==> config.mk <==
export PLATFORM = sky130hd
export DESIGN_NAME = fp_vector_add
export DESIGN_NICKNAME = d
export VERILOG_FILES = /design/src/rtl/fp_add_pkg.sv /design/src/rtl/fp_vector_add.sv /design/src/rtl/fp_normalize_stage.sv /design/src/rtl/fp_lzd_stage.sv /design/src/rtl/fp_add_stage.sv /design/src/rtl/fp_align_stage.sv
export SDC_FILE = /design/constraint.sdc
export NUM_CORES = 2
export LEC_CHECK = 0
export ABC_CLOCK_PERIOD_IN_PS = 4300
export BUFFER_PORTS_ARGS = -buffer_cell sky130_fd_sc_hd__buf_2
export CORE_MARGIN = 8
export CORE_UTILIZATION = 55
export DETAILED_ROUTE_END_ITERATION = 8
export HOLD_SLACK_MARGIN = 0.05
export PLACE_DENSITY = 0.78
export SKIP_CTS_REPAIR_TIMING = 1
export SYNTH_ARGS = -nofsm -noshare
export SYNTH_HDL_FRONTEND = slang
export SYNTH_SLANG_ARGS = --single-unit
==> constraint.sdc <==
create_clock -name clk -period 4.3 [get_ports clk]
set_input_delay 0.43 -clock clk [delete_from_list [all_inputs] [get_ports clk]]
set_output_delay 0.43 -clock clk [all_outputs]
set_load 0.03 [all_outputs]
==> src/rtl/fp_add_pkg.sv <==
/*
 Lane count, IEEE single precision field widths and the payloads passed between stages
 Only normal single precision operands are described, NaN and infinity have no encoding here
*/
package fp_add_pkg;
	// Vector shape
	localparam int lanes = 4;
	localparam int word_width = 32;

	// IEEE single precision fields
	localparam int exp_width = 8;
	localparam int frac_width = 23;
	// Significand including the hidden bit
	localparam int sig_width = frac_width + 1;

	// Normalization shift covers 0 through 24
	localparam int shift_width = 5;
	// Shift reported for an all-zero sum
	localparam logic [shift_width-1:0] zero_sum_shift = shift_width'(sig_width);

	typedef enum logic
	{
		op_add,
		op_subtract
	} fp_op_t;

	// Sideband that rides next to the lane data through every stage
	typedef struct packed
	{
		logic valid;
		fp_op_t op;
		logic [lanes-1:0] mask;
		logic [7:0] tag;
	} issue_t;

	// Align to add: operands ordered by magnitude, small one already shifted
	typedef struct packed
	{
		logic sign;
		logic logical_subtract;
		logic [exp_width-1:0] exponent;
		logic [sig_width-1:0] large_sig;
		logic [sig_width-1:0] small_sig;
	} align_lane_t;

	// Add to leading zero detect
	typedef struct packed
	{
		logic sign;
		logic logical_subtract;
		logic [exp_width-1:0] exponent;
		logic [sig_width-1:0] sum;
	} sum_lane_t;

	// Leading zero detect to normalize
	typedef struct packed
	{
		logic sign;
		logic logical_subtract;
		logic [exp_width-1:0] exponent;
		logic [sig_width-1:0] significand;
		logic [shift_width-1:0] norm_shift;
	} lzd_lane_t;
endpackage
==> src/rtl/fp_vector_add.sv <==
/*
 Four-lane single precision add/subtract, four cycles from issue to result
 No back-pressure, one issue is accepted every cycle
*/
`timescale 1ns/10ps

module fp_vector_add(
	input                                                       clk,
	input                                                       reset,

	// Issue side
	input fp_add_pkg::issue_t                                   issue,
	input [fp_add_pkg::lanes-1:0][fp_add_pkg::word_width-1:0]   operand_a,
	input [fp_add_pkg::lanes-1:0][fp_add_pkg::word_width-1:0]   operand_b,

	// Result side
	output fp_add_pkg::issue_t                                  result_issue,
	output logic [fp_add_pkg::lanes-1:0][fp_add_pkg::word_width-1:0] result);

	// Align to add
	fp_add_pkg::issue_t align_issue;
	fp_add_pkg::align_lane_t [fp_add_pkg::lanes-1:0] align_lane;

	// Add to leading zero detect
	fp_add_pkg::issue_t sum_issue;
	fp_add_pkg::sum_lane_t [fp_add_pkg::lanes-1:0] sum_lane;

	// Leading zero detect to normalize
	fp_add_pkg::issue_t lzd_issue;
	fp_add_pkg::lzd_lane_t [fp_add_pkg::lanes-1:0] lzd_lane;

	fp_align_stage u_fp_align_stage(
		.clk(clk),
		.reset(reset),
		.issue(issue),
		.operand_a(operand_a),
		.operand_b(operand_b),
		.align_issue(align_issue),
		.align_lane(align_lane));

	fp_add_stage u_fp_add_stage(
		.clk(clk),
		.reset(reset),
		.align_issue(align_issue),
		.align_lane(align_lane),
		.sum_issue(sum_issue),
		.sum_lane(sum_lane));

	fp_lzd_stage u_fp_lzd_stage(
		.clk(clk),
		.reset(reset),
		.sum_issue(sum_issue),
		.sum_lane(sum_lane),
		.lzd_issue(lzd_issue),
		.lzd_lane(lzd_lane));

	fp_normalize_stage u_fp_normalize_stage(
		.clk(clk),
		.reset(reset),
		.lzd_issue(lzd_issue),
		.lzd_lane(lzd_lane),
		.result_issue(result_issue),
		.result(result));
endmodule

==> src/rtl/fp_normalize_stage.sv <==
/*
 Underflow flushes to signed zero and exact cancellation gives +0
 Overflow gives signed infinity, lanes with a clear mask bit return 0
*/
`timescale 1ns/10ps

module fp_normalize_stage(
	input                                                       clk,
	input                                                       reset,

	// From leading zero detect
	input fp_add_pkg::issue_t                                   lzd_issue,
	input fp_add_pkg::lzd_lane_t [fp_add_pkg::lanes-1:0]        lzd_lane,

	// Packed results
	output fp_add_pkg::issue_t                                  result_issue,
	output logic [fp_add_pkg::lanes-1:0][fp_add_pkg::word_width-1:0] result);

	genvar lane_idx;
	generate
		for (lane_idx = 0; lane_idx < fp_add_pkg::lanes; lane_idx++)
		begin : lane_logic
			logic [fp_add_pkg::sig_width-1:0] shifted_sig;
			logic [fp_add_pkg::exp_width-1:0] norm_exp;
			logic [fp_add_pkg::word_width-1:0] word_nxt;

			// Leading one lands in the hidden bit position
			assign shifted_sig = lzd_lane[lane_idx].significand << lzd_lane[lane_idx].norm_shift;
			assign norm_exp = lzd_lane[lane_idx].exponent - lzd_lane[lane_idx].norm_shift;

			always_comb
			begin
				if (!lzd_issue.mask[lane_idx])
					word_nxt = '0;
				// Zero sum is always positive
				else if (lzd_lane[lane_idx].significand == '0)
					word_nxt = '0;
				// Would need exponent 0 or below
				else if (lzd_lane[lane_idx].norm_shift >= lzd_lane[lane_idx].exponent)
					word_nxt = {lzd_lane[lane_idx].sign, {(fp_add_pkg::word_width - 1){1'b0}}};
				// Saturated exponent, only an add can carry this far
				else if (!lzd_lane[lane_idx].logical_subtract
					&& (lzd_lane[lane_idx].exponent == '1))
					word_nxt = {lzd_lane[lane_idx].sign, {fp_add_pkg::exp_width{1'b1}},
						{fp_add_pkg::frac_width{1'b0}}};
				else
					word_nxt = {lzd_lane[lane_idx].sign, norm_exp,
						shifted_sig[fp_add_pkg::frac_width-1:0]};
			end

			always_ff @(posedge clk)
			begin
				result[lane_idx] <= word_nxt;
			end
		end
	endgenerate

	always_ff @(posedge clk or posedge reset)
	begin
		if (reset)
			result_issue <= '0;
		else
			result_issue <= lzd_issue;
	end
endmodule

==> src/rtl/fp_lzd_stage.sv <==
/*
 Normalization shift is the leading zero count of the 24-bit sum
 A shift of 24 means the sum is zero
*/
`timescale 1ns/10ps

module fp_lzd_stage(
	input                                                  clk,
	input                                                  reset,

	// From add stage
	input fp_add_pkg::issue_t                              sum_issue,
	input fp_add_pkg::sum_lane_t [fp_add_pkg::lanes-1:0]   sum_lane,

	// To normalize stage
	output fp_add_pkg::issue_t                             lzd_issue,
	output fp_add_pkg::lzd_lane_t [fp_add_pkg::lanes-1:0]  lzd_lane);

	genvar lane_idx;
	generate
		for (lane_idx = 0; lane_idx < fp_add_pkg::lanes; lane_idx++)
		begin : lane_logic
			logic [fp_add_pkg::shift_width-1:0] norm_shift_nxt;

			// Priority encoder, higher bits overwrite lower ones
			always_comb
			begin
				norm_shift_nxt = fp_add_pkg::zero_sum_shift;
				for (int bit_idx = 0; bit_idx < fp_add_pkg::sig_width; bit_idx++)
				begin
					if (sum_lane[lane_idx].sum[bit_idx])
						norm_shift_nxt = fp_add_pkg::shift_width'(
							fp_add_pkg::sig_width - 1 - bit_idx);
				end
			end

			// Sum moves along with its shift unchanged
			always_ff @(posedge clk)
			begin
				lzd_lane[lane_idx].sign <= sum_lane[lane_idx].sign;
				lzd_lane[lane_idx].logical_subtract <= sum_lane[lane_idx].logical_subtract;
				lzd_lane[lane_idx].exponent <= sum_lane[lane_idx].exponent;
				lzd_lane[lane_idx].significand <= sum_lane[lane_idx].sum;
				lzd_lane[lane_idx].norm_shift <= norm_shift_nxt;
			end
		end
	endgenerate

	always_ff @(posedge clk or posedge reset)
	begin
		if (reset)
			lzd_issue <= '0;
		else
			lzd_issue <= sum_issue;
	end
endmodule

==> src/rtl/fp_add_stage.sv <==
/*
 Expects the larger significand first, so a subtract never borrows
 A carry out loses its low bit, and the exponent saturates at 255 to flag overflow
*/
`timescale 1ns/10ps

module fp_add_stage(
	input                                                    clk,
	input                                                    reset,

	// From align stage
	input fp_add_pkg::issue_t                                align_issue,
	input fp_add_pkg::align_lane_t [fp_add_pkg::lanes-1:0]   align_lane,

	// To leading zero detect
	output fp_add_pkg::issue_t                               sum_issue,
	output fp_add_pkg::sum_lane_t [fp_add_pkg::lanes-1:0]    sum_lane);

	genvar lane_idx;
	generate
		for (lane_idx = 0; lane_idx < fp_add_pkg::lanes; lane_idx++)
		begin : lane_logic
			// One extra bit holds the carry
			logic [fp_add_pkg::sig_width:0] raw_sum;
			fp_add_pkg::sum_lane_t lane_nxt;

			always_comb
			begin
				lane_nxt.sign = align_lane[lane_idx].sign;
				lane_nxt.logical_subtract = align_lane[lane_idx].logical_subtract;

				// Effective signs pick add or subtract
				if (align_lane[lane_idx].logical_subtract)
					raw_sum = {1'b0, align_lane[lane_idx].large_sig}
						- {1'b0, align_lane[lane_idx].small_sig};
				else
					raw_sum = {1'b0, align_lane[lane_idx].large_sig}
						+ {1'b0, align_lane[lane_idx].small_sig};

				if (raw_sum[fp_add_pkg::sig_width])
				begin
					// Carry out, renormalize by one and bump the exponent
					lane_nxt.sum = raw_sum[fp_add_pkg::sig_width:1];
					if (align_lane[lane_idx].exponent == '1)
						lane_nxt.exponent = '1;
					else
						lane_nxt.exponent = align_lane[lane_idx].exponent + 1'b1;
				end
				else
				begin
					lane_nxt.sum = raw_sum[fp_add_pkg::sig_width-1:0];
					lane_nxt.exponent = align_lane[lane_idx].exponent;
				end
			end

			always_ff @(posedge clk)
			begin
				sum_lane[lane_idx] <= lane_nxt;
			end
		end
	endgenerate

	always_ff @(posedge clk or posedge reset)
	begin
		if (reset)
			sum_issue <= '0;
		else
			sum_issue <= align_issue;
	end
endmodule

==> src/rtl/fp_align_stage.sv <==
/*
 Operands with a zero exponent are flushed to zero, exponent 255 is not expected
 Alignment truncates, bits shifted past the significand are lost
*/
`timescale 1ns/10ps

module fp_align_stage(
	input                                                      clk,
	input                                                      reset,

	// From issue
	input fp_add_pkg::issue_t                                  issue,
	input [fp_add_pkg::lanes-1:0][fp_add_pkg::word_width-1:0]  operand_a,
	input [fp_add_pkg::lanes-1:0][fp_add_pkg::word_width-1:0]  operand_b,

	// To add stage
	output fp_add_pkg::issue_t                                 align_issue,
	output fp_add_pkg::align_lane_t [fp_add_pkg::lanes-1:0]    align_lane);

	genvar lane_idx;
	generate
		for (lane_idx = 0; lane_idx < fp_add_pkg::lanes; lane_idx++)
		begin : lane_logic
			logic sign_a;
			logic sign_b;
			logic [fp_add_pkg::exp_width-1:0] exp_a;
			logic [fp_add_pkg::exp_width-1:0] exp_b;
			logic [fp_add_pkg::sig_width-1:0] sig_a;
			logic [fp_add_pkg::sig_width-1:0] sig_b;
			logic a_larger;
			logic [fp_add_pkg::exp_width-1:0] exp_diff;
			logic [fp_add_pkg::sig_width-1:0] small_sig;
			fp_add_pkg::align_lane_t lane_nxt;

			// Unpack, a zero exponent makes the significand zero too
			assign sign_a = operand_a[lane_idx][fp_add_pkg::word_width-1];
			assign exp_a = operand_a[lane_idx][fp_add_pkg::frac_width +: fp_add_pkg::exp_width];
			assign sig_a = (exp_a == '0) ? '0
				: {1'b1, operand_a[lane_idx][fp_add_pkg::frac_width-1:0]};

			// Subtract becomes an add of b with its sign flipped
			assign sign_b = operand_b[lane_idx][fp_add_pkg::word_width-1]
				^ (issue.op == fp_add_pkg::op_subtract);
			assign exp_b = operand_b[lane_idx][fp_add_pkg::frac_width +: fp_add_pkg::exp_width];
			assign sig_b = (exp_b == '0) ? '0
				: {1'b1, operand_b[lane_idx][fp_add_pkg::frac_width-1:0]};

			// Magnitude compare, exponent first, a wins a tie
			assign a_larger = (exp_a > exp_b) || ((exp_a == exp_b) && (sig_a >= sig_b));

			always_comb
			begin
				lane_nxt.logical_subtract = sign_a ^ sign_b;

				// Larger operand goes first and sets sign and exponent
				if (a_larger)
				begin
					lane_nxt.sign = sign_a;
					lane_nxt.exponent = exp_a;
					lane_nxt.large_sig = sig_a;
					small_sig = sig_b;
					exp_diff = exp_a - exp_b;
				end
				else
				begin
					lane_nxt.sign = sign_b;
					lane_nxt.exponent = exp_b;
					lane_nxt.large_sig = sig_b;
					small_sig = sig_a;
					exp_diff = exp_b - exp_a;
				end

				// Saturate, a difference of 24 or more leaves nothing
				if (exp_diff >= fp_add_pkg::sig_width)
					lane_nxt.small_sig = '0;
				else
					lane_nxt.small_sig = small_sig >> exp_diff;
			end

			always_ff @(posedge clk)
			begin
				align_lane[lane_idx] <= lane_nxt;
			end
		end
	endgenerate

	always_ff @(posedge clk or posedge reset)
	begin
		if (reset)
			align_issue <= '0;
		else
			align_issue <= issue;
	end
endmodule

==> flow_metrics.env <==
export IMPL_dpl_cell_area_sq_um=50700
export IMPL_max_stage_delay_ns=0.53
export IMPL_clock_latency_ns=0.61
export IMPL_synth_adder_area_share_pct=8.87
export IMPL_start_kind="register"
export IMPL_synth_top_family_by_area="simple AND/OR/NAND/NOR gates"
export IMPL_cp_slowest_cell="or4_4"
export IMPL_place_ws_ns=-0.422
export IMPL_stdcell_area_sq_um=53500
export IMPL_drtIter0Drc=2583
export IMPL_first_global_vias=39639
export IMPL_core_area_sq_um=77500
export IMPL_syn_avg_cell_area_sq_um=8.33
export IMPL_muxShareOfSynthArea_pct=11.2
export IMPL_die_h_microns=296
export IMPL_syn_to_final_growth_pct=24.2
export IMPL_synthSimpleGateAreaFrac_pct=18.9
export IMPL_hold_viol_final=0
export IMPL_via_count=40739
export IMPL_slew_viol_final=0
export IMPL_cts_tree="done"
export IMPL_antenna_left=0
export IMPL_synthArstFlopShare_pct=7.91
export IMPL_clockBufferDepth=3
export IMPL_reg2reg_from="u_fp_align_stage.align_lane[182]$_SDFF_PP0_"
export IMPL_final_util_pct=69.1
export IMPL_netlist_instances=5172
export IMPL_setup_slack_ns=0.104
export IMPL_cellLeakagePower_nw=24.2
export IMPL_start_util_pct=55.6
export IMPL_grt_usage_pct=28.0
export IMPL_crit_path_end_kind="register"
export IMPL_synth_edf_count=0
export IMPL_dp_cells=7006
export IMPL_cts_num_sinks=708
export IMPL_cts_clk_slew_worst_paths_ns=0.06
export IMPL_vdd_drop_max_mv=0.368
export IMPL_fin_crit_sh_pct=97.6
export IMPL_numCtsBuffers=68
export IMPL_firstDrtPassIters=6
export IMPL_final_seq_area_sq_um=14500
export IMPL_dp_hpwl_mm=103
export IMPL_synth_compound_area_share_pct=17.9
export IMPL_yosys_warnings=0
export IMPL_rows=102
export IMPL_max_freq_mhz=238
export IMPL_most_common_layout_cells="dfxtp_1 (651), buf_4 (594), nand2_1 (552)"
export IMPL_hp_class="input pin to async pin"
export IMPL_final_cells=7162
export IMPL_crit_start="u_fp_align_stage.align_lane[182]$_SDFF_PP0_"
export IMPL_ys_types=95
export IMPL_vias_per_cell=5.69
export IMPL_io_pins=414
export IMPL_cellPowerDensity_nw_per_um2=670
export IMPL_cp_arrival_ns=4.70
export IMPL_multi_input_area_sq_um=26900
export IMPL_cp_common_cell="a21o_1"
export IMPL_final_common_cell="dfxtp_1"
export IMPL_ys_seq_area_share_pct=33.5
export IMPL_drt_wl_total_mm=129
export IMPL_drive_above_1_share_pct=23.7
export IMPL_path_cells="or4_4, nor4_4, buf_4, nor2_1, xnor2_1, ha_1, a21o_1, a21o_1, a2111o_1, and2_4, or3_4, and3_4, nor3_4, buf_6, nand2_4, nor3_2, mux2_4"
export IMPL_tns_ns=0
export IMPL_finalSetupViolCount=0
export IMPL_wl_per_cell_microns=18.0
export IMPL_synthXorXnorAreaFrac_pct=4.91
export IMPL_antenna_found_initial=14
export IMPL_grt_max_degree=67
export IMPL_fin_crit_ns=4.20
export IMPL_synth_ff_type="dfxtp_1"
export IMPL_die_area_sq_um=87600
export IMPL_overflow=0
export IMPL_drc=0
export IMPL_syn_nets=5740
export IMPL_slew_headroom_pct=44.3
export IMPL_die_width_microns=296
export IMPL_h_tree_depth=3
export IMPL_drv_cap=0
export IMPL_gp_congestion=1.00
export IMPL_required_ns=4.80
export IMPL_numPortBuffers=413
export IMPL_crit_fanout=4
export IMPL_status="complete, no violations"
export IMPL_ys_ff_latch=708
export IMPL_skew_ns=0.0272
export IMPL_synth_area_sq_um=43100
export IMPL_root_buffer="clkbuf_16"
export IMPL_fillers=6240
export IMPL_worst_pin_slew_ns=0.835
export IMPL_nets=6625
export IMPL_grt_pass1_wl_mm=202
export IMPL_path_class="register to register"
## cells by family after synthesis
| logic type | Yosys count |
|---|---|
| AND/OR/NAND/NOR | 1767 |
| flip-flops | 708 |
| buffers and inverters | 523 |
| adder cells (fa/ha/maj) | 296 |
| multiplexers | 391 |
| XOR/XNOR | 237 |
| AO/OA/AOI/OAI | 1250 |
## critical path, delay by kind of cell, from the launching register on
family / cells / cell delay (ns)
AO/OA/AOI/OAI: 3 / 0.73
XOR/XNOR: 1 / 0.12
adder cells (fa/ha/maj): 1 / 0.31
buffers and inverters: 2 / 0.32
flip-flops: 1 / 0.32
multiplexers: 1 / 0.31
AND/OR/NAND/NOR: 9 / 1.98
## worst paths after layout
| path | end | slack, ns | cells past startpoint |
|---|---|---|---|
| max in group asynchronous | u_fp_add_stage.sum_issue[11]$_DFF_PP0_ | 3.68 | 3 |
| worst max-delay path | u_fp_add_stage.sum_lane[132]$_DFF_P_ | 0.10 | 17 |
| worst min-delay path | u_fp_normalize_stage.result_issue[8]$_DFF_PP0_ | 0.05 | 3 |
| worst min register to register | u_fp_add_stage.sum_lane[33]$_DFF_P_ | 0.32 | 0 |
| worst max register to register | u_fp_add_stage.sum_lane[132]$_DFF_P_ | 0.10 | 17 |
| min in group clk | u_fp_align_stage.align_lane[85]$_DFF_P_ | 0.06 | 3 |
## power breakdown
group          switching [W]  total (W)  internal [W]
Combinational         0.0106     0.0194       0.00883
Clock                0.00260    0.00630       0.00369
Sequential           0.00146     0.0101       0.00865
## state kept, by name (all words and copies together) (netlist names)
signal	cells
u_fp_lzd_stage.lzd_issue	14
u_fp_normalize_stage.result_issue	14
u_fp_align_stage.align_issue	14
u_fp_add_stage.sum_issue	14
u_fp_normalize_stage.result	128
u_fp_lzd_stage.lzd_lane	156
u_fp_add_stage.sum_lane	136
u_fp_align_stage.align_lane	232
## routing by layer
layer	global-route usage, %	vias up	part of all wire (%)
met3	4.45	265	6.0
met4	10.4	4	3.7
met5	0	-	0.018
met2	48.3	1240	47
met1	35.2	19035	43
li1	-	20195	-
## cells in the mapped netlist, types with 11 or more instances
master / n / area, sq um
a21oi_1: 406 / 2030
mux4_2: 58 / 1310
and2_1: 63 / 394
mux2i_1: 207 / 2070
o21ai_0: 316 / 1580
ha_1: 280 / 3500
nand2b_1: 45 / 282
buf_1: 30 / 113
nor2_1: 523 / 1960
or3_1: 30 / 188
clkbuf_1: 170 / 638
fa_1: 16 / 320
a31oi_1: 61 / 382
nor3_1: 134 / 671
o21bai_1: 36 / 270
o221ai_1: 12 / 105
a211o_1: 15 / 131
o31ai_1: 11 / 82.6
nor2b_1: 59 / 369
mux2_2: 124 / 1400
xor2_1: 48 / 420
nor3b_1: 13 / 97.6
nand2_1: 555 / 2080
buf_2: 39 / 195
a211oi_1: 116 / 871
o21a_1: 23 / 173
and3_1: 31 / 194
a22oi_1: 11 / 82.6
nand3_1: 134 / 671
nor4_1: 78 / 488
o22ai_1: 29 / 181
dfxtp_1: 652 / 13100
dfrtp_1: 56 / 1400
inv_1: 275 / 1030
xnor2_1: 185 / 1620
a21o_1: 74 / 556
o211ai_1: 28 / 210
nand4_1: 50 / 313
## stage by stage
stage	power [W]	hold slack (ns)
floorplan	0.0233	0.310
global placement	0.0285	0.310
detailed placement	0.0289	0.312
CTS	0.0354	-0.117
global route	0.0383	0.0501
finish	0.0359	0.0467
## layout make-up
class,count,area share (%)
timing repair buffer,1059,13.8
tap,1040,2.43
clock inverter,37,0.855
clock buffer,87,3.60
antenna,11,0.0514
sequential,708,27.0
multi-input combinational,3941,50.3
inverter,279,1.96
Note: power is estimated with default switching activity, not from simulation.
